===== src/logic/cachePkg.sv =====
package cachePkg;

  // Cache geometry
  localparam int numSets = 16;
  localparam int wordsPerLine = 4;

  // Address fields: tag 31:8, index 7:4, word offset 3:2, byte offset 1:0
  localparam int offsetBits = 2;
  localparam int indexBits = 4;
  localparam int tagBits = 24;

  // Outstanding memory requests allowed at once
  localparam int maxCredits = 2;

  typedef logic [31:0] addrT;
  typedef logic [31:0] wordT;
  typedef logic [3:0] maskT;
  typedef logic [tagBits-1:0] tagT;
  typedef logic [indexBits-1:0] indexT;
  typedef logic [offsetBits-1:0] offsetT;
  typedef logic [1:0] creditT;

  // Controller FSM states
  typedef enum logic [2:0] {
    IDLE,
    WRITEBACK,
    WBDRAIN,
    REFILL,
    FLUSHSCAN,
    FLUSHNEXT
  } ctrlState;

endpackage


===== src/logic/busPort.sv =====
`timescale 1ns/1ps

module busPort import cachePkg::*; (
  input  logic clk,
  input  logic reset,
  input  logic reqStart,
  input  logic reqWrite,
  input  addrT reqAddr,
  input  wordT reqData,
  output logic reqTaken,
  output logic busIdle,
  output logic respValid,
  output wordT respData,
  output logic memReqValid,
  output logic memReqWrite,
  output addrT memReqAddr,
  output wordT memReqData,
  input  logic memCredit,
  input  logic memRespValid,
  input  wordT memRespData
);

  creditT credits;
  logic   send;

  // Request goes out in the same cycle when a credit is free
  assign send        = reqStart && (credits != '0);
  assign reqTaken    = send;
  assign memReqValid = send;
  assign memReqWrite = reqWrite;
  assign memReqAddr  = reqAddr;
  assign memReqData  = reqData;

  // Read responses come back in order
  assign respValid = memRespValid;
  assign respData  = memRespData;

  // All credits home means every write was accepted
  assign busIdle = (credits == creditT'(maxCredits));

  always_ff @(posedge clk, posedge reset) begin
    if (reset) begin
      credits <= creditT'(maxCredits);
    end else begin
      case ({send, memCredit})
        2'b10:   credits <= credits - 1'b1;
        2'b01:   credits <= credits + 1'b1;
        // Send and return together cancel out
        default: credits <= credits;
      endcase
    end
  end

endmodule


===== config.mk =====
export PLATFORM = sky130hd
export DESIGN_NAME = busPort
export DESIGN_NICKNAME = d
export VERILOG_FILES = /design/src/logic/cachePkg.sv /design/src/logic/busPort.sv
export SDC_FILE = /design/constraint.sdc
export NUM_CORES = 1
export LEC_CHECK = 0
export ABC_CLOCK_PERIOD_IN_PS = 1300
export BUFFER_PORTS_ARGS = -buffer_cell sky130_fd_sc_hd__buf_2
export CAP_MARGIN = 20
export CORE_AREA = 2 2 78 80
export CTS_BUF_LIST = sky130_fd_sc_hd__clkbuf_8
export CTS_CLUSTER_DIAMETER = 60
export DETAILED_ROUTE_END_ITERATION = 8
export DIE_AREA = 0 0 80 82
export GPL_TIMING_DRIVEN = 0
export SETUP_SLACK_MARGIN = 0.15
export SLEW_MARGIN = 40
export SYNTH_ARGS = -nofsm -noshare
export SYNTH_HDL_FRONTEND = slang
export SYNTH_SLANG_ARGS = --single-unit
export TNS_END_PERCENT = 1

===== constraint.sdc =====
create_clock -name clk -period 1.3 [get_ports clk]
set_clock_uncertainty 0.1 [all_clocks]
set_input_delay 0.13 -clock clk [delete_from_list [all_inputs] [get_ports clk]]
set_output_delay 0.13 -clock clk [all_outputs]
set_load 0.01 [all_outputs]

Word level (Yosys, flattened, before mapping)
Index checks and enable logic that the tools add are counted.
{ "totals": {"reg_bits": 2, "latch_bits": 0, "ramBits": 0, "rom_bits": 0, "output_inout_bits": 101, "wordCells": 10, "memories": 0} }
{ "op_classes": {"n_addsub": 2, "n_mul": 0, "div_mod_pow": 0, "order_cmp": 0, "eq_ne": 3, "shift": 0, "muxes": 1, "bitwise_logic": 0, "n_reduce_logical": 3} }
{ "op_table": {"columns": ["operator", "count"], "rows": [
  ["$eq 2x2->1 const B", 2],
  ["$pmux 2 s2", 1],
  ["$reduce_bool 2->1", 2],
  ["$add 2x1->2 const B", 1],
  ["$eq 2x1->1 const B", 1],
  ["$sub 2x1->2 const B", 1],
  ["$logic_and 1x1->1", 1]
]} }

Logic depth before layout (Yosys ltp)
{ "depth": {"depth_word": 4, "depth_mapped": 5, "ltp_nobuf": 5} }

Worst setup path after synthesis
OpenSTA, ideal clock, no wires.
{ "synth_path": {"path_kind": "reg2reg", "startpoint": "register credits[1]", "endpoint": "register credits[1]", "setup_time_ps": 75, "arrival_time_ps": 1215, "t_required_ps": 1125, "path_slack_ps": -89, "path_stages_with_launch": 5, "path_buffers": 0, "synth_period_minus_slack_ps": 1389, "cell_sequence": "dfstp_2 o21ai_0 ha_1 nor2_1 xor2_1"} }
{ "synth_via": {"elab_chain_len": 4, "word_cells_on_any_way": 8, "classes_between": "add/sub (2); eq/ne (2); mux (1); reduce/logical (3)"} }
{ "synth_lines": {"columns": ["item", "line_no", "text"], "rows": [
  ["from (decl)", "busPort.sv:23", "creditT credits;"],
  ["from (signal assigned)", "busPort.sv:43", "credits <= creditT'(maxCredits);"],
  ["from (signal assigned)", "busPort.sv:46", "2'b10: credits <= credits - 1'b1;"],
  ["from (signal assigned)", "busPort.sv:47", "2'b01: credits <= credits + 1'b1;"],
  ["$reduce_bool 2->1", "busPort.sv:27", "assign send = reqStart && (credits != '0);"],
  ["$logic_and 1x1->1", "busPort.sv:27", null],
  ["$eq 2x1->1 / $eq 2x2->1 (equally long branches)", "busPort.sv:45", "case ({send, memCredit})"],
  ["$pmux 2 s2 / $reduce_bool 2->1 (equally long branches)", null, null]
]} }
Parallel ways exist; a longest one is shown, timed or not.
A chain may end at the register's enable or synchronous reset.

Worst setup path in the final report
Same ends and word-level chain as after synthesis.

==> out/summary.txt <==
clock-pin slew reported for the worst setup and hold paths after clock tree synthesis -> 0.03 ns
Std-Cell Rows -> 28
R2R setup slack -> -0.06 ns
Initial Utilization -> 14.9%
ANT nets after route -> 0
HP Start -> memCredit
Finished Layout Cells -> 294
I/O Buffers -> 104
CP required -> 1.33 ns
critical path cell sequence -> o21ai_2 -> ha_2 -> xor2_1 -> nor2_1 -> xor2_1
type of origin of the critical path -> flop
Pre-antenna DRT Iters -> 2
DRC violations left -> 0
Final Hold Fails -> 0
Slew Limit Fails -> 0
Die Ht -> 82 um
Total GRT Usage -> 5.19%
Post-Place Cells -> 289
Pwr Density -> 693 nW/um^2
initial antenna violation count -> 0
Top Family by Delay on Critical Path -> flip-flops
Die Area -> 6560 um^2
CTS tree -> built
CP max FO -> 3
maximum vdd ir drop -> 0.421 mV
top-count cell post-synth -> buf_4
die width -> 80 um
syn avg cell area -> 7.80 um^2
Leakage -> 0.981 nW
Slew headroom -> 89.2%
core box area -> 5750 um^2
sequential share of the synthesized area -> 5.98%
CP bufs+invs -> 0
first-pass GRT wire length -> 2680 um
routed len/inst -> 8.35 um
vias in the first global route -> 704
P&R area growth vs syn -> 79.4%
status -> complete, but fails checks
total CTS buffers -> 3
top post-synthesis cells by area -> buf_4 87%, dfstp_2 3.1%, dfrtp_1 2.9%
largest registers -> credits x2
hold crit path type -> primary input to flop
Final #Nets -> 323
layout cells sized above 1 -> 95.9%
max reg flops -> 2
final worst-path cycle share -> 104%
clk root buf -> clkbuf_8
count of warnings emitted by yosys -> 0
initial DRC count -> 4
RSZ-0062 raised after global routing -> yes
critical path data arrival time -> 1.39 ns
Peak Freq -> 736 MHz
worst slack, placed -> -0.0681 ns
crit-path max cell delay -> 0.54 ns
Synth Cell Area -> 858 um^2
cell mode on critical path -> xor2_1
gr ovfl total -> 0
Yosys reg bits -> 2
Syn Inst Count -> 110
CTS H-Tree Depth -> 1
Final WS setup -> -0.0580 ns
Distinct cells, synth -> 10
asr flop ratio synth -> 100%
failing checks -> setup timing
clock tree sinks -> 2
Hold Path Sink -> credits[0]
Main synth FF type -> dfstp_2
post-layout min period -> 1.36 ns
worst reg2reg path depth -> 5
Hold Path Stages -> 3
RR Endpoint -> credits[1]
clk_lat worst skew -> 0.21 ns
Via Count -> 929
Post-synth top cells -> 99 x buf_4, 2 x inv_1, 2 x xor2_1
CP Class -> flop to flop
Yosys top cell by area -> buf_4
Synth top area share -> 86.6%
Critical Path Slowest Stage Cell -> dfstp_2
Max Root-Sink Buffers -> 2
EDFF count, synth -> 0
net count after synthesis -> 213
pin count of the biggest net entering global routing -> 5
Top reg by flops -> credits
final setup fails -> 2
Setup crit end kind -> flop
measured slew at the worst slew-check pin -> 0.162 ns
R2R Path Start -> credits[1]
final hold slack -> 0.173 ns
routed wire length -> 2450 um
number of diodes -> 0
Max-cap violations -> 0
io pins -> 203
Final Wtd Congestion -> 0.704
Vias/cell -> 3.16
## final cells by class
class	instances	area (um^2)
clock buffer	3	41.3
fill	612	4210
inverter	2	7.51
buffer	99	743
multi-input combinational	7	62.6
timing repair buffer	105	537
sequential	2	51.3
clock inverter	1	3.75
tap	75	93.8
## through the flow
stage	util [%]	instance area (um^2)	TNS (ns)	total power, mW
after global placement	25.7	1480	-0.0719	0.804
after CTS	26.8	1540	-0.142	1.09
final	26.8	1540	-0.0948	1.07
after global routing	26.8	1540	-0.258	1.16
after detailed placement	25.7	1480	-0.0681	0.806
after floorplan	-	865	-0.0115	0.598
## per-layer routing
| metal | GRT usage [%] | routed length (um) |
|---|---|---|
| met1 | 3.98 | 591 |
| met2 | 12.2 | 1420 |
| met3 | 0.769 | 444 |
| met4 | 2.03 | 0 |
| met5 | 0 | 0 |
## layout by cell type, fill, tap and decap left out
master and n:
buf_2 103, buf_4 99, inv_1 3, clkbuf_8 3, xor2_1 2, nor2_1 1, xnor2_1 1, and2b_2 1
o21ai_2 1, ha_2 1, dfrtp_1 1, dfstp_2 1, dlygate4sd3_1 1, buf_6 1
## worst register-to-register path: stages (launching register included)
cell	delay, ns
dfstp_2	0.54
o21ai_2	0.07
ha_2	0.17
xor2_1	0.13
nor2_1	0.11
xor2_1	0.16
## timing repair
item / 4_1_cts / 5_1_grt
pin swaps: 3 / 2
endpoints found under the hold margin: 2 / 0
resized for setup: 1 / 0
hold buffers: 1 / 0
setup buffers: 0 / 0
endpoints found under the setup margin: 5 / 5
## logic make-up after synthesis
logic type,share of synthesized area [%]
AO/OA/AOI/OAI,0.583
adder cells (fa/ha/maj),1.46
buffers and inverters,87.5
XOR/XNOR,3.06
AND/OR/NAND/NOR,1.46
flip-flops,5.98
## report_power, final
group / internal [mW] / switching, mW
Clock: 0.200 / 0.0492
Combinational: 0.412 / 0.257
Sequential: 0.111 / 0.0374
## worst max-delay path by stage
stage	from	to	slack [ns]	cells past startpoint
final	credits[1]	credits[1]	-0.06	5
after global routing	credits[1]	credits[1]	-0.14	5
after CTS	credits[1]	credits[1]	-0.07	5
after detailed placement	credits[1]	credits[1]	-0.07	5
after global placement	credits[1]	credits[1]	-0.07	5
after floorplan	credits[1]	credits[1]	-0.01	5
No activity file was read; power rests on OpenSTA's default activity.
