**src/logic/cachePkg.sv**
```systemverilog
package cachePkg;

  // Cache geometry
  localparam int numSets = 16;
  localparam int wordsPerLine = 4;

  // Address fields: tag 31:8, index 7:4, word offset 3:2, byte offset 1:0
  localparam int offsetBits = 2;
  localparam int indexBits = 4;
  localparam int tagBits = 24;

  // Outstanding memory requests allowed at once
  localparam int maxCredits = 2;

  typedef logic [31:0] addrT;
  typedef logic [31:0] wordT;
  typedef logic [3:0] maskT;
  typedef logic [tagBits-1:0] tagT;
  typedef logic [indexBits-1:0] indexT;
  typedef logic [offsetBits-1:0] offsetT;
  typedef logic [1:0] creditT;

  // Controller FSM states
  typedef enum logic [2:0] {
    IDLE,
    WRITEBACK,
    WBDRAIN,
    REFILL,
    FLUSHSCAN,
    FLUSHNEXT
  } ctrlState;

endpackage

```
**src/logic/cacheWay.sv**
```systemverilog
`timescale 1ns/1ps

module cacheWay import cachePkg::*; (
  input  logic   clk,
  input  logic   reset,
  input  indexT  index,
  input  offsetT wordSel,
  input  tagT    lookupTag,
  input  logic   wordWE,
  input  maskT   wordMask,
  input  wordT   wordIn,
  input  logic   fillTag,
  input  logic   setDirty,
  input  logic   clearDirty,
  output logic   hit,
  output logic   valid,
  output logic   dirty,
  output tagT    storedTag,
  output wordT   wordOut
);

  wordT dataArr [numSets][wordsPerLine];
  tagT  tagArr [numSets];
  logic [numSets-1:0] validBits;
  logic [numSets-1:0] dirtyBits;

  // Asynchronous read of the addressed set
  assign storedTag = tagArr[index];
  assign valid     = validBits[index];
  assign dirty     = dirtyBits[index];
  assign hit       = valid && (storedTag == lookupTag);
  assign wordOut   = dataArr[index][wordSel];

  // Data and tag storage
  always_ff @(posedge clk) begin
    if (wordWE) begin
      for (int b = 0; b < $bits(maskT); b++) begin
        if (wordMask[b]) begin
          dataArr[index][wordSel][8*b +: 8] <= wordIn[8*b +: 8];
        end
      end
    end
    if (fillTag) begin
      tagArr[index] <= lookupTag;
    end
  end

  // Line state bits
  always_ff @(posedge clk, posedge reset) begin
    if (reset) begin
      validBits <= '0;
      dirtyBits <= '0;
    end else begin
      if (fillTag) begin
        validBits[index] <= 1'b1;
      end
      // A fresh line starts clean
      if (fillTag || clearDirty) begin
        dirtyBits[index] <= 1'b0;
      end else if (setDirty) begin
        dirtyBits[index] <= 1'b1;
      end
    end
  end

endmodule

```
**config.mk**
```make
export PLATFORM = sky130hd
export DESIGN_NAME = cacheWay
export DESIGN_NICKNAME = d
export VERILOG_FILES = /design/src/logic/cachePkg.sv /design/src/logic/cacheWay.sv
export SDC_FILE = /design/constraint.sdc
export NUM_CORES = 2
export LEC_CHECK = 0
export ABC_CLOCK_PERIOD_IN_PS = 3200
export BUFFER_PORTS_ARGS = -buffer_cell sky130_fd_sc_hd__buf_4
export CORE_ASPECT_RATIO = 1.1
export CORE_MARGIN = 2
export CORE_UTILIZATION = 45
export DETAILED_ROUTE_END_ITERATION = 8
export GPL_TIMING_DRIVEN = 0
export HOLD_SLACK_MARGIN = 0.06
export PLACE_DENSITY_LB_ADDON = 0.3
export SYNTH_ARGS = -nofsm -noshare
export SYNTH_HDL_FRONTEND = slang
export SYNTH_SLANG_ARGS = --single-unit
export TNS_END_PERCENT = 20
```
**constraint.sdc**
```tcl
create_clock -name clk -period 3.2 [get_ports clk]
set_clock_uncertainty 0.1 [all_clocks]
set_input_delay 0.48 -clock clk [delete_from_list [all_inputs] [get_ports clk]]
set_output_delay 0.48 -clock clk [all_outputs]
set_load 0.01 [all_outputs]
```
### Word level (Yosys, flattened, before mapping)

Memory sizes are Yosys's and may differ from the RTL's.
Index checks and enable logic that the tools add are counted.

| operators by class | value |
|---|---|
| magnitude comparators | 4 |
| equality and inequality tests | 1 |
| muxes and demuxes | 417 |
| bitwise operators | 389 |
| reduce and logical (&&, ||, !) cells | 5 |

Operators with widths:

| operator | number |
|---|---|
| 128-bit two-way mux | 4 |
| 1-bit two-way mux | 397 |
| 1-bit OR | 384 |
| 32-bit demux with 2-bit select | 4 |
| 32-bit two-way mux | 3 |
| 32-bit binary-select mux with 2-bit select | 1 |
| 16-bit two-way mux | 3 |
| 16-bit OR | 2 |
| 24-bit == test | 1 |
| 24-bit two-way mux | 1 |
| 16-bit bitwise AND | 1 |
| 16-bit inverter | 1 |
| 1-bit binary-select mux with 4-bit select | 2 |
| 8-bit two-way mux | 1 |
| 4-bit by 5-bit less-than comparator with 1-bit output, second input constant | 1 |
| 1-bit demux with 4-bit select | 1 |
| 4-bit by 1-bit >= comparator with 1-bit output, second input constant | 1 |
| 3-bit >= comparator, second input constant | 1 |
| 1-bit logical AND | 3 |
| 3-bit by 1-bit less-than comparator with 1-bit output, second input constant | 1 |
| 2-bit inverter with 3-bit output | 1 |
| 2-bit nonzero test | 1 |
| 1-bit logical OR | 1 |

| word-level totals | value |
|---|---|
| register bits | 32 |
| memory bits (writable) | 2432 |
| input port bits | 72 |
| output and inout port bits | 59 |
| logic and storage cells | 820 |
| memories kept | 2 |

Memories:

| memory | depth | width | read ports | clocked after memory_dff | wr ports | RTL line | RTL |
|---|---|---|---|---|---|---|---|
| dataArr | 16 | 128 | 1 | 0 | 1 | cacheWay.sv:22 | `wordT dataArr [numSets][wordsPerLine];` |
| tagArr | 16 | 24 | 1 | 0 | 1 | cacheWay.sv:23 | `tagT tagArr [numSets];` |

### Logic depth before layout (Yosys ltp)

| depth | value |
|---|---|
| depth after elaboration | 9 |
| mapped depth | 12 |

### Least setup slack after synthesis

OpenSTA, ideal clock, no wires.

| timing path | value |
|---|---|
| path kind | input port to output port |
| start point | input index[0] |
| end point | output wordOut[11] |
| data arrival time | 2897 ps |
| data required time | 2620 ps |
| path slack | -277 ps |
| stages on the path | 6 |
| path buffers | 3 |
| path through | buf_2 > buf_2 > buf_1 > mux4_2 > mux4_2 > mux4_2 |

| between the ends | value |
|---|---|
| word-level cells in the longest chain between the ends | 4 |

RTL lines:

| item | RTL line | RTL |
|---|---|---|
| from (decl) | cacheWay.sv:6 | `input indexT index,` |
| memory 16 x 128 bit | n/a |  |
| 32-bit binary-select mux with 2-bit select | cacheWay.sv:32 | `assign wordOut = dataArr[index][wordSel];` |
| 32-bit two-way mux (implied by the code) (2 in a row) | cacheWay.sv:32 |  |
| to (decl) | cacheWay.sv:19 | `output wordT wordOut` |

No other way between the ends. The select of a mux whose other input is x is not followed.

### Worst setup path after layout

| timing path | value |
|---|---|
| start point | memory tagArr[3][13] in the netlist's numbering |
| end point | output hit |

| between the ends | value |
|---|---|
| word-level cells in the longest chain between the ends | 3 |

RTL lines:

| item | RTL line | RTL |
|---|---|---|
| from (decl) | cacheWay.sv:23 |  |
| memory 16 x 24 bit | n/a |  |
| 24-bit == test | cacheWay.sv:31 | `assign hit = valid && (storedTag == lookupTag);` |
| 1-bit logical AND | cacheWay.sv:31 |  |
| to (decl) | cacheWay.sv:15 | `output logic hit,` |

No other way between the ends.

==> qor.yml <==
status:
  run_status: "complete, but fails checks"
  violations: "negative setup slack"
floorplan:
  die_h_um: 487.3
  die-area_um2: 216000
  rows: 177
  die_x_um: 443.3
  core_region_area_um2: 211300
  start_util: 0.4522
  io-pin-count: 131
synthesis:
  synth_nets: 4133
  yosysWarnings: 0
  ys_ff_latch: 2464
  ys.flop_type: "edfxtp_1"
  ys_types: 51
  syn_inst: 4061
  synth_edf_count: 2432
  ys_seq_area_frac: 0.7727
  ys_async_sr_fraction: 0.01299
  syn_area_um2: 95550
  avgSynthCellArea_um2: 23.53
clock_network:
  cts_tree: "built"
  cts_sinks: 2464
  cts_max_level: 4
  clk_pin_slew_ps: 60
  numCtsBuffers: 238
  clockRootBuffer: "clkbuf_16"
  clk_latency_ps: 850
  clockBufferDepth: 3
grt:
  grt-ovfl-total: 0
  track_usage: 0.2408
  antenna_found_initial: 8
  grt_max_degree: 65
  grt_pass1_wl_um: 361200
  grt_pass1_vias: 46200
pwr:
  internal_power_w: 0.05404
  finalPower_w: 0.06902
  combPwrFrac: 0.068
  p_per_area_nw_per_um2: 615.8
  power_switching_w: 0.01498
  ir_drop_mv: 0.5560
  sw_frac_of_total: 0.2170
  p_seq_frac: 0.519
  pwr-share-clk: 0.413
  p_leak_nw: 34.98
placement:
  dpl_worst_slack_ps: -2666
  port_buffers: 125
  post_dp_cell_area_um2: 100300
  gp_congestion: 0.8810
  dpl.hpwl_um: 167900
  dp_cells: 6966
setup_path:
  critPathKind: "reg -> out"
  crit_slowest_cell: "or4_4"
  rrSetupSlack_ps: 2300
  arrival_ps: 3450
  cp-end-kind: "output pin"
  worstSetupStartpointType: "register"
  r2r_end: "validBits[4]"
  cp_max_fo: 3
  crit_path_max_incr_delay_ps: 570
  worstPathCellList: "mux4_1 > mux2i_2 > nor2_1 > or4_4 > a2111oi_4 > o2111a_2 > buf_6"
  reg2reg_depth: 1
  worstPathRequired_ps: 2620
  worstReg2RegStart: "validBits[4]"
sta:
  drv_slew: 0
  fin_crit_sh: 1.258
  max_freq_ghz: 0.2484
  setup_viol: 110
  fin_ws_ps: -825.2
  rsz0062_at_grt: "true"
  slew_headroom: 0.2535
  post-route-min-period_ps: 4025
  max_slew.worst_pin.slew_ps: 1120
  finalHoldViolCount: 0
cells_and_area:
  syn2layout_area_growth_pct: 17.29
  drive_above_1_share: 0.3666
  final_cell_area_um2: 112100
  fill_cells: 15960
  finalNetCount: 4606
  instances_no_fill: 7513
routing:
  via_per_inst: 6.175
  wire_per_inst_um: 35.03
  firstDrtPassIters: 5
  ant_nets: 0
  route.detailed.drc: 0
  dr_total_vias: 46390
  postRouteWirelength_um: 263200
  drtIter0Drc: 6613
hold_path:
  min_to: "dataArr[8][44]"
  hold_depth: 1
  hp-start: "wordIn[12]"
  min_path_type: "in -> reg"
job:
  max-cap-violations: 0
-- cell families after synthesis --
group | count (synthesis) | synth area share
muxes | 821 | 0.1892
xor gates and xnor gates | 23 | 0.002108
DFF | 2464 | 0.7727
and+or+nand+nor | 404 | 0.01772
buffers and inverters | 248 | 0.01133
AOI/OAI and AO/OA | 101 | 0.006914
-- cell type report --
| type | count | area, µm² | share of cell area |
|---|---|---|---|
| inverters | 14 | 57.56 | 0.0005136 |
| multi-input cells | 1349 | 21440 | 0.1913 |
| flip-flops and latches | 2464 | 73830 | 0.6588 |
| diodes | 6 | 15.01 | 0.0001340 |
| repair buffers | 233 | 2577 | 0.02300 |
| well taps | 2774 | 3471 | 0.03097 |
| clock inverters | 160 | 1674 | 0.01494 |
| clock buffers | 279 | 6195 | 0.05528 |
| plain buffers | 234 | 2811 | 0.02509 |
-- how the worst max path moves through the flow --
stage              startpoint         endpoint  slack [ps]  depth (start not counted)
6_report        tagArr[3][13]              hit        -830                          7
5_1_grt        tagArr[11][14]              hit        -920                          8
2_1_floorplan        index[0]      wordOut[10]          -4                          6
4_1_cts        tagArr[11][14]              hit        -860                          8
3_3_place_gp         index[3]  dataArr[0][101]       -2990                          8
3_5_place_dp         index[3]  dataArr[0][103]       -2670                          8
-- synth_stat cells, types with 5 or more instances --
cell type | number | area share
mux2i_1 | 32 | 0.0034
inv_1 | 12 | 0.00047
o22ai_1 | 6 | 0.00039
nand3_1 | 13 | 0.00068
o21ai_0 | 13 | 0.00068
buf_6 | 7 | 0.00083
buf_1 | 70 | 0.0028
edfxtp_1 | 2432 | 0.76
nand2_1 | 39 | 0.0015
buf_2 | 41 | 0.0021
mux4_1 | 11 | 0.0030
xnor2_1 | 7 | 0.00064
a21oi_1 | 39 | 0.0020
clkbuf_1 | 110 | 0.0043
or2_2 | 17 | 0.0011
mux4_2 | 771 | 0.18
nor2_1 | 286 | 0.011
nor2b_1 | 5 | 0.00033
and3_1 | 14 | 0.00092
xor2_1 | 16 | 0.0015
dfrtp_1 | 32 | 0.0084
nor3_1 | 9 | 0.00047
a22oi_1 | 16 | 0.0013
-- sequential cells by signal, indices dropped and copies added (netlist names), named ones only --
name / flops
dataArr: 2048
tagArr: 384
validBits: 16
-- layout by cell type (no fill, tap or decap), drive strengths merged, types with 3 or more instances in the layout --
master       instances
clkinvlp             9
diode                6
edfxtp            2432
or2                 17
nand2b               3
nand4                4
mux2i               35
and3                14
buf                313
a31oi                4
clkinv             111
or3                  4
xor2                16
clkbuf             376
o21ai               14
a21oi               39
xnor2                7
bufinv              32
a22oi               16
mux4               782
o2111a               4
a221oi               3
nand3               13
a2111oi              3
nor3                 9
nor2b                5
a211oi               3
inv                 22
dlygate4sd3         55
dfrtp               32
nand2               39
o22ai                6
and2                 7
nor2               286
mux2                 4
-- worst max-delay path: cells and delay by family (launching register included) --
family                 cells  cell delay, ps
multiplexers               2             860
AND/OR/NAND/NOR            2             640
AO/OA/AOI/OAI              2             580
flip-flops                 1             350
buffers and inverters      1             110
-- timing repair --
item	in CTS	in global routing
gates resized for setup	631	178
setup endpoints to repair	2295	816
pin swaps	1	0
hold endpoints to repair	1180	0
hold buffers	55	0
buffers inserted	10	23
gates cloned	5	9
-- per-stage QoR --
| step | util | TNS, ps | hold WS (ps) |
|---|---|---|---|
| floorplan | - | -112.5 | 333.7 |
| global placement | 0.4736 | -5518420 | 345.7 |
| detailed placement | 0.4746 | -4786160 | 349.5 |
| CTS | 0.5250 | -113960 | 62.22 |
| global route | 0.5304 | -17050 | 83.27 |
| finish | 0.5304 | -18260 | 93.86 |
-- layer usage --
metal,global-route usage,vias up,share of wire
li1,-,18330,-
met1,0.3212,25030,0.37
met2,0.3989,2562,0.50
met3,0.04178,470,0.087
met4,0.09185,4,0.043
met5,0,-,0.000099
-- power groups by stage --
stage          clock network, W  registers [W]  logic, W
2_1_floorplan                 0         0.0365   0.00210
3_3_place_gp                  0         0.0365   0.00405
3_5_place_dp                  0         0.0365   0.00412
4_1_cts                  0.0288         0.0358   0.00450
5_1_grt                  0.0300         0.0358   0.00483
6_report                 0.0285         0.0358   0.00469
Note: power is estimated with default switching activity, not from simulation.
