File: config.mk
export PLATFORM = sky130hd
export DESIGN_NAME = cacheController
export DESIGN_NICKNAME = d
export VERILOG_FILES = /design/src/logic/cachePkg.sv /design/src/logic/cacheController.sv
export SDC_FILE = /design/constraint.sdc
export NUM_CORES = 1
export LEC_CHECK = 0
export BUFFER_PORTS_ARGS = -buffer_cell sky130_fd_sc_hd__buf_2
export CAP_MARGIN = 20
export CORE_AREA = 4 4 104 106
export DETAILED_ROUTE_END_ITERATION = 12
export DIE_AREA = 0 0 108 110
export GPL_ROUTABILITY_DRIVEN = 0
export MAX_ROUTING_LAYER = met4
export PLACE_DENSITY = 0.7
export SYNTH_ARGS = -nofsm -noshare
export SYNTH_HDL_FRONTEND = slang
export SYNTH_SLANG_ARGS = --single-unit
export TNS_END_PERCENT = 20
File: constraint.sdc
create_clock -name clk -period 5.1 [get_ports clk]
set_input_delay 0.765 -clock clk [delete_from_list [all_inputs] [get_ports clk]]
set_output_delay 0.765 -clock clk [all_outputs]
set_load 0.01 [all_outputs]
File: src/logic/cachePkg.sv
package cachePkg;

  // Cache geometry
  localparam int numSets = 16;
  localparam int wordsPerLine = 4;

  // Address fields: tag 31:8, index 7:4, word offset 3:2, byte offset 1:0
  localparam int offsetBits = 2;
  localparam int indexBits = 4;
  localparam int tagBits = 24;

  // Outstanding memory requests allowed at once
  localparam int maxCredits = 2;

  typedef logic [31:0] addrT;
  typedef logic [31:0] wordT;
  typedef logic [3:0] maskT;
  typedef logic [tagBits-1:0] tagT;
  typedef logic [indexBits-1:0] indexT;
  typedef logic [offsetBits-1:0] offsetT;
  typedef logic [1:0] creditT;

  // Controller FSM states
  typedef enum logic [2:0] {
    IDLE,
    WRITEBACK,
    WBDRAIN,
    REFILL,
    FLUSHSCAN,
    FLUSHNEXT
  } ctrlState;

endpackage

File: src/logic/cacheController.sv
`timescale 1ns/1ps

module cacheController import cachePkg::*; (
  input  logic   clk,
  input  logic   reset,
  input  logic   cpuRead,
  input  logic   cpuWrite,
  input  logic   flush,
  input  addrT   cpuAddr,
  input  maskT   cpuMask,
  output logic   stall,
  input  logic   hit0,
  input  logic   hit1,
  input  logic   valid0,
  input  logic   valid1,
  input  logic   dirty0,
  input  logic   dirty1,
  input  tagT    tag0,
  input  tagT    tag1,
  input  wordT   line0Word,
  input  wordT   line1Word,
  output indexT  index,
  output offsetT wordSel,
  output tagT    lookupTag,
  output logic   wayWE0,
  output logic   wayWE1,
  output logic   fillTag0,
  output logic   fillTag1,
  output logic   setDirty0,
  output logic   setDirty1,
  output logic   clearDirty0,
  output logic   clearDirty1,
  output maskT   wayMask,
  output logic   useRespData,
  output logic   dataWay,
  output logic   reqStart,
  output logic   reqWrite,
  output addrT   reqAddr,
  output wordT   reqData,
  input  logic   reqTaken,
  input  logic   busIdle,
  input  logic   respValid
);

  ctrlState state, nextState;
  logic [numSets-1:0] lru;
  logic [offsetBits:0] reqCount, respCount;
  logic   curWay, flushing, flushDone, flushWay;
  indexT  flushSet;
  indexT  curIndex;
  tagT    curTag;
  offsetT curOff;
  tagT    wbTag;
  logic   access, hitAny, victimWay, victimDirty, lastResp, flushLast;

  assign curTag   = cpuAddr[31 -: tagBits];
  assign curIndex = cpuAddr[4 +: indexBits];
  assign curOff   = cpuAddr[2 +: offsetBits];

  assign access = cpuRead || cpuWrite;
  assign hitAny = hit0 || hit1;

  // Prefer an empty way, else the least recently used one
  assign victimWay   = !valid0 ? 1'b0 : (!valid1 ? 1'b1 : lru[curIndex]);
  assign victimDirty = victimWay ? dirty1 : dirty0;

  assign wbTag     = curWay ? tag1 : tag0;
  assign lastResp  = respValid && (respCount[offsetBits-1:0] == offsetT'(wordsPerLine - 1));
  assign flushLast = flushWay && (flushSet == indexT'(numSets - 1));

  assign index     = flushing ? flushSet : curIndex;
  assign lookupTag = curTag;
  assign reqData   = curWay ? line1Word : line0Word;

  always_comb begin
    nextState   = state;
    stall       = 1'b1;
    wordSel     = curOff;
    wayWE0      = 1'b0;
    wayWE1      = 1'b0;
    fillTag0    = 1'b0;
    fillTag1    = 1'b0;
    setDirty0   = 1'b0;
    setDirty1   = 1'b0;
    clearDirty0 = 1'b0;
    clearDirty1 = 1'b0;
    wayMask     = cpuMask;
    useRespData = 1'b0;
    dataWay     = curWay;
    reqStart    = 1'b0;
    reqWrite    = 1'b0;
    reqAddr     = {curTag, curIndex, reqCount[offsetBits-1:0], 2'b00};
    case (state)
      IDLE: begin
        dataWay = hit1;
        if (access) begin
          stall = !hitAny;
          if (hitAny) begin
            wayWE0    = cpuWrite && hit0;
            wayWE1    = cpuWrite && hit1;
            setDirty0 = cpuWrite && hit0;
            setDirty1 = cpuWrite && hit1;
          end else if (victimDirty) begin
            nextState = WRITEBACK;
          end else begin
            nextState = REFILL;
          end
        end else if (flush && !flushDone) begin
          nextState = FLUSHSCAN;
        end else begin
          stall = 1'b0;
        end
      end
      WRITEBACK: begin
        // Stream the old line out word by word
        wordSel  = reqCount[offsetBits-1:0];
        reqStart = 1'b1;
        reqWrite = 1'b1;
        reqAddr  = {wbTag, index, reqCount[offsetBits-1:0], 2'b00};
        if (reqTaken && reqCount[offsetBits-1:0] == offsetT'(wordsPerLine - 1)) begin
          clearDirty0 = !curWay;
          clearDirty1 = curWay;
          nextState   = WBDRAIN;
        end
      end
      WBDRAIN: begin
        if (busIdle) begin
          nextState = flushing ? FLUSHNEXT : REFILL;
        end
      end
      REFILL: begin
        reqStart    = !reqCount[offsetBits];
        wordSel     = respCount[offsetBits-1:0];
        wayMask     = '1;
        useRespData = 1'b1;
        wayWE0      = respValid && !curWay;
        wayWE1      = respValid && curWay;
        if (lastResp) begin
          fillTag0  = !curWay;
          fillTag1  = curWay;
          nextState = IDLE;
        end
      end
      FLUSHSCAN: begin
        nextState = (flushWay ? dirty1 : dirty0) ? WRITEBACK : FLUSHNEXT;
      end
      FLUSHNEXT: begin
        nextState = flushLast ? IDLE : FLUSHSCAN;
      end
      default: nextState = IDLE;
    endcase
  end

  always_ff @(posedge clk, posedge reset) begin
    if (reset) begin
      state     <= IDLE;
      lru       <= '0;
      reqCount  <= '0;
      respCount <= '0;
      curWay    <= 1'b0;
      flushing  <= 1'b0;
      flushDone <= 1'b0;
      flushSet  <= '0;
      flushWay  <= 1'b0;
    end else begin
      state <= nextState;

      // Word counters restart between bursts
      if (state == IDLE || state == FLUSHSCAN || state == WBDRAIN) begin
        reqCount  <= '0;
        respCount <= '0;
      end else begin
        if (reqTaken) begin
          reqCount <= reqCount + 1'b1;
        end
        if (respValid && state == REFILL) begin
          respCount <= respCount + 1'b1;
        end
      end

      if (state == IDLE && access) begin
        if (hitAny) begin
          lru[curIndex] <= hit0;
        end else begin
          curWay <= victimWay;
        end
      end
      if (state == REFILL && lastResp) begin
        lru[curIndex] <= !curWay;
      end

      // Flush walks every set and way in order
      if (state == IDLE && nextState == FLUSHSCAN) begin
        flushing <= 1'b1;
        flushSet <= '0;
        flushWay <= 1'b0;
      end
      if (state == FLUSHSCAN) begin
        curWay <= flushWay;
      end
      if (state == FLUSHNEXT) begin
        {flushSet, flushWay} <= {flushSet, flushWay} + 1'b1;
        if (flushLast) begin
          flushing <= 1'b0;
        end
      end

      // Held until the flush request drops
      if (!flush) begin
        flushDone <= 1'b0;
      end else if (state == FLUSHNEXT && flushLast) begin
        flushDone <= 1'b1;
      end
    end
  end

endmodule

# Yosys cells after proc, flatten, opt, wreduce, memory -nomap -nowiden
# Cells that the tools add are included.
# W data, S select, Z words.
classes:
  n_addsub: 3
  multipliers: 0
  div: 0
  order_cmp: 2
  n_eq_ne: 11
  n_shift: 0
  muxes: 69
  bitwise: 0
  reduce_logical: 28
ops:
  columns: ["operator", "count"]
  rows:
  - ["$mux W32", 2]
  - ["$mux W16", 3]
  - ["$mux W3", 13]
  - ["$mux W1", 36]
  - ["$bwmux W16", 2]
  - ["$mux W24", 1]
  - ["$pmux W3 S6", 1]
  - ["$mux W4", 4]
  - ["$logic_and A1 B1 Y1", 14]
  - ["$eq A3 B3 Y1 const B", 3]
  - ["$reduce_bool A2 Y1", 4]
  - ["$add A3 B1 Y3 const B", 2]
  - ["$eq A3 B2 Y1 const B", 2]
  - ["$pmux W1 S2", 3]
  - ["$add A5 B1 Y5 const B", 1]
  - ["$lt A4 B5 Y1 const B", 1]
  - ["$bmux W1 S4", 1]
  - ["$demux W1 S4", 1]
  - ["$eq A2 B2 Y1 const B", 2]
  - ["$eq A4 B4 Y1 const B", 1]
  - ["$ge A4 B1 Y1 const B", 1]
  - ["$logic_not A1 Y1", 4]
  - ["$logic_or A1 B1 Y1", 4]
  - ["$ne A2 B1 Y1 const B", 2]
  - ["other kinds (5)", 5]
totals:
  reg_bits: 33
  latch_bits: 0
  ram_bits: 0
  rom_bits: 0
  in_bits: 162
  output_inout_bits: 111
  elab_cells: 122
  n_memories: 0

# Logic depth before layout (Yosys ltp)
logic_depth:
  ltp_word: 14
  ltp_mapped: 7
  ltp_nobuf: 5

# Worst setup path after synthesis
# Ideal clock, no wire load.
synth_path:
  path_kind: "input to output"
  start: "input cpuAddr[5]"
  end: "output reqAddr[5]"
  arrival_ps: 1544
  required_ps: 4335
  path_slack_ps: 2791
  path_stages: 3
  n_path_buf: 1
  path_cell_list: "clkbuf_1 > mux2_2 > mux2_2"
synth_via:
  elab_chain_cells: 2
synth_rtl:
  columns: ["item", "line", "rtl"]
  rows:
  - ["from (decl)", "cacheController.sv:9", "input addrT cpuAddr,"]
  - ["$mux W4", "cacheController.sv:71", "assign index = flushing ? flushSet : curIndex;"]
  - ["named net index[1]", "cacheController.sv:22", "output indexT index,"]
  - ["$mux W32", "cacheController.sv:93", "case (state)"]
  - ["to (decl)", "cacheController.sv:38", "output addrT reqAddr,"]
# The timed path passes the listed nets, and every way through them passes these cells.

# Worst setup path after layout
layout_path:
  start: "register curWay"
  end: "output fillTag1"
layout_via:
  elab_chain_cells: 2
layout_rtl:
  columns: ["item", "line", "rtl"]
  rows:
  - ["from (decl)", "cacheController.sv:48", "logic curWay, flushing, flushDone, flushWay;"]
  - ["from (signal assigned)", "cacheController.sv:185", "curWay <= victimWay;"]
  - ["from (signal assigned)", "cacheController.sv:199", "curWay <= flushWay;"]
  - ["$mux W1", "cacheController.sv:138", "if (lastResp) begin"]
  - ["$mux W1", "cacheController.sv:93", null]
  - ["to (decl)", "cacheController.sv:28", "output logic fillTag1,"]
# No other way between the ends.

==> run summary <==
WORST SETUP PATH
---------------------------------------------------------------------------------
Worst-path fanout max                                                          44
Max stage delay on crit path                                              0.98 ns
Capturing element type of the critical path                           output port
Cell count of the worst reg-to-reg path                                         3
Critical register-to-register path startpoint                        curWay$_DFFE_PP0P_
Data required time of the critical path                                   4.34 ns
Cell with the largest stage delay on the worst path                       dfrtp_2
Crit path kind                                                       flop to output port
Cells traversed along the worst timing path                          and4_1 > buf_2
Arrival time of data at the critical path endpoint                        2.28 ns
Register-to-Register Setup Slack                                          2.78 ns
Setup crit start kind                                                        flop
Endpoint of the worst register-to-register path                      lru[3]$_DFF_PP0_

PLACEMENT
---------------------------------------------------------------------------------
Number of I/O port buffers                                                    268
Placed Cells incl. Taps                                                       717
Dpl hpwl                                                                  10.9 mm

DRT
---------------------------------------------------------------------------------
Drt first pass iters                                                            4
Ratio of routed vias to standard cells                                       5.02
Total wire length                                                         13.3 mm
Initial drt markers                                                           179
Final ANT Viol Nets                                                             0
Number of vias after detailed routing                                       3,670
Wirelength per Cell                                                       18.2 um
Remaining routing DRC violations                                                0

LAYOUT
---------------------------------------------------------------------------------
Layout Nets                                                                   757
Leading cell types in the layout, fill and taps excluded             buf_2, mux2_2, nor2_1
Fraction of layout cells with a size suffix above 1                         55.5%
Area delta synth->final                                                     41.6%
Final standard cell count with taps included and fillers excluded             731
Leading cell type in the layout, fill and taps excluded                     buf_2

STA
---------------------------------------------------------------------------------
Fmax                                                                      329 MHz
Minimum period implied by the final worst setup slack                     3.04 ns
Setup TNS                                                                    0 ns
Setup violators final                                                           0
RSZ-0062 raised after global routing                                        false
Worst slew margin relative to its limit                                     37.7%
Final Slew Violations                                                           0
Count of endpoints failing hold in the final timing report                      0
Worst Skew                                                             0.00514 ns
Worst slew pin tran                                                      0.935 ns
Period utilisation layout                                                   59.7%

CLOCKING
---------------------------------------------------------------------------------
Number of buffers created by CTS                                                5
Cell chosen for the clock root                                           clkbuf_8
Clock tree from TritonCTS                                                     yes
Buffers inserted by post-CTS timing repair                                      0
Hold buffer count at cts                                                        0
Number of clock sinks                                                          32
Maximum buffer depth of the clock tree                                          2
Clock Latency Late Sink                                                   0.28 ns
Total number of H-tree levels                                                   2
Number of resized instances in the post-cts repair step                         0
Worst-path clk slew                                                       0.07 ns

SYNTHESIS
---------------------------------------------------------------------------------
Area of the mapped netlist                                               3190 um2
Yosys top cell area share                                                   25.1%
Post-Syn Instances                                                            368
Mean post-synth cell area                                                8.66 um2
Post-synth top area cell                                                  dfrtp_1
Fraction of synthesis flops using an asynchronous set or reset pin           100%
Part of the Yosys area used for sequential elements                         25.1%
Flip-flop cell with the highest count after synthesis                     dfrtp_1
Flip-flop and latch count after synthesis                                      32
Count of warnings emitted by yosys                                              0
Number of enable-type register cells in the synthesized netlist                 0
Dominant cells by area after synthesis                               dfrtp_1, mux2_2, mux2i_1, buf_4, a22o_1
Number of unique standard cell types used by synthesis                         51

HOLD PATH
---------------------------------------------------------------------------------
End of the worst hold path                                           flushDone$_DFFE_PP0P_
Worst min-delay path class                                           flop to flop
WHS Path Cells                                                                  1
Worst hold path startpoint                                           flushDone$_DFFE_PP0P_

PWR
---------------------------------------------------------------------------------
Power density over the cells                                           424 nW/um2
Largest voltage drop on the vdd net                                        259 uV
Pint                                                                      1.03 mW
Total net switching power                                                0.882 mW
Share of total power in the clock network                                   10.7%
Static Leak                                                               2.33 nW
Switching power as a share of total power                                   46.1%
Part of the power in registers                                              26.0%
Combinational cell fraction of total power                                  63.4%

GLOBAL ROUTING
---------------------------------------------------------------------------------
First-pass GRT wire length                                                18.3 mm
Tot GR Track Use                                                            20.4%
Number of global-route vias before repair                                   3,426
Total congestion overflow after global routing                                  0
Maximum number of pins on one net before global-route repair                   55
Number of antenna violations at the first check in global routing               4

DIE
---------------------------------------------------------------------------------
I/O pin total                                                                 273
Core Area                                                                9770 um2
Vertical die dimension                                                     110 um
Starting Density                                                            32.6%
Core Rows                                                                      36
Horiz. Die Dim                                                             108 um
Die area                                                               11,900 um2

OUTCOME
---------------------------------------------------------------------------------
Run status                                                              completed

FLOW RUN
---------------------------------------------------------------------------------
Number of max-cap violations                                                    0

cells in the mapped netlist (2+ instances only):
library cell,count
mux4_2,2
o21ai_0,11
nand3_1,3
dfrtp_1,32
a21boi_0,5
and2_1,5
buf_2,6
buf_1,5
mux2i_1,31
clkbuf_1,14
nor2_1,39
nand2_1,19
nor2b_1,5
nand2b_1,6
nand3b_1,3
nor3_1,4
or2_2,2
and3_1,6
a21oi_1,28
nor4_1,3
buf_4,29
inv_1,4
a211oi_1,2
nand4_1,2
mux2_2,40
o211ai_1,16
a22o_1,19
a31oi_1,2
ha_1,3
kinds of logic after synthesis:
logic type                 count (synthesis)  synth area share (%)
adders and majority gates                  3                  1.18
and+or+nand+nor                          105                  16.4
other                                      1                 0.118
xor gates and xnor gates                   2                 0.550
AOI/OAI and AO/OA                         91                  19.5
buffers and inverters                     60                  11.0
muxes                                     74                  26.1
DFF                                       32                  25.1
worst max-delay path by stage:
stage | slack [ns] | depth (start not counted) | start | endpoint
2_1_floorplan | 2.79 | 3 | cpuAddr[5] | reqAddr[5]
3_3_place_gp | 2.00 | 4 | state[2]$_DFF_PP0_ | reqAddr[6]
3_5_place_dp | 1.95 | 4 | state[2]$_DFF_PP0_ | reqAddr[6]
4_1_cts | 1.62 | 4 | state[2]$_DFF_PP0_ | reqAddr[6]
5_1_grt | 1.96 | 2 | curWay$_DFFE_PP0P_ | fillTag1
6_report | 2.06 | 2 | curWay$_DFFE_PP0P_ | fillTag1
power by group through the flow:
stage	logic (mW)	clock network, mW	registers (mW)
6_report	1.21	0.204	0.497
3_3_place_gp	1.17	0	0.488
3_5_place_dp	1.19	0	0.496
5_1_grt	1.32	0.226	0.513
2_1_floorplan	0.857	0	0.402
4_1_cts	1.20	0.210	0.494
worst max-delay path, delay by kind of cell, from the launching register on:
kind	cells	cell delay, ns
buffers and inverters	1	0.25
AND/OR/NAND/NOR	1	0.76
flip-flops	1	0.98
flip-flops by register name, indices dropped and copies added, names as in the netlist:
| signal | cells |
|---|---|
| reqCount | 3 |
| respCount | 2 |
| state | 3 |
| flushing | 1 |
| curWay | 1 |
| flushDone | 1 |
| flushWay | 1 |
| lru | 16 |
| flushSet | 4 |
cell type report:
| cell class | count | area [um2] |
|---|---|---|
| Fill cell | 1002 | 5260 |
| Multi-Input combinational cell | 277 | 2050 |
| Clock buffer | 8 | 90.1 |
| Tap cell | 133 | 166 |
| Sequential cell | 32 | 802 |
| Timing Repair Buffer | 272 | 1380 |
| Inverter | 4 | 15.0 |
| Antenna cell | 5 | 12.5 |
routing by layer:
metal  part of all wire (%)  global-route usage [%]  vias to the layer above  routed length (um)
met5                      0                       -                        -                   0
met4                    1.0                    3.97                        0                 136
met3                    8.9                    4.43                       11                1180
met2                     47                    31.1                      194                6220
met1                     43                    28.0                     1686                5790
li1                       -                       -                     1779                   -
metrics by stage:
step / util (%) / cell area [um2] / hold WS [ns] / power, mW / worst slack [ns]
after floorplan: - / 3190 / 0.458 / 1.26 / 2.79
after global routing: 46.2 / 4510 / 0.521 / 2.06 / 1.96
after global placement: 44.9 / 4390 / 0.476 / 1.66 / 2.00
after CTS: 45.9 / 4480 / 0.500 / 1.90 / 1.62
final: 46.2 / 4520 / 0.497 / 1.91 / 2.06
after detailed placement: 44.9 / 4390 / 0.484 / 1.69 / 1.95
(Power assumes the default switching activity.)
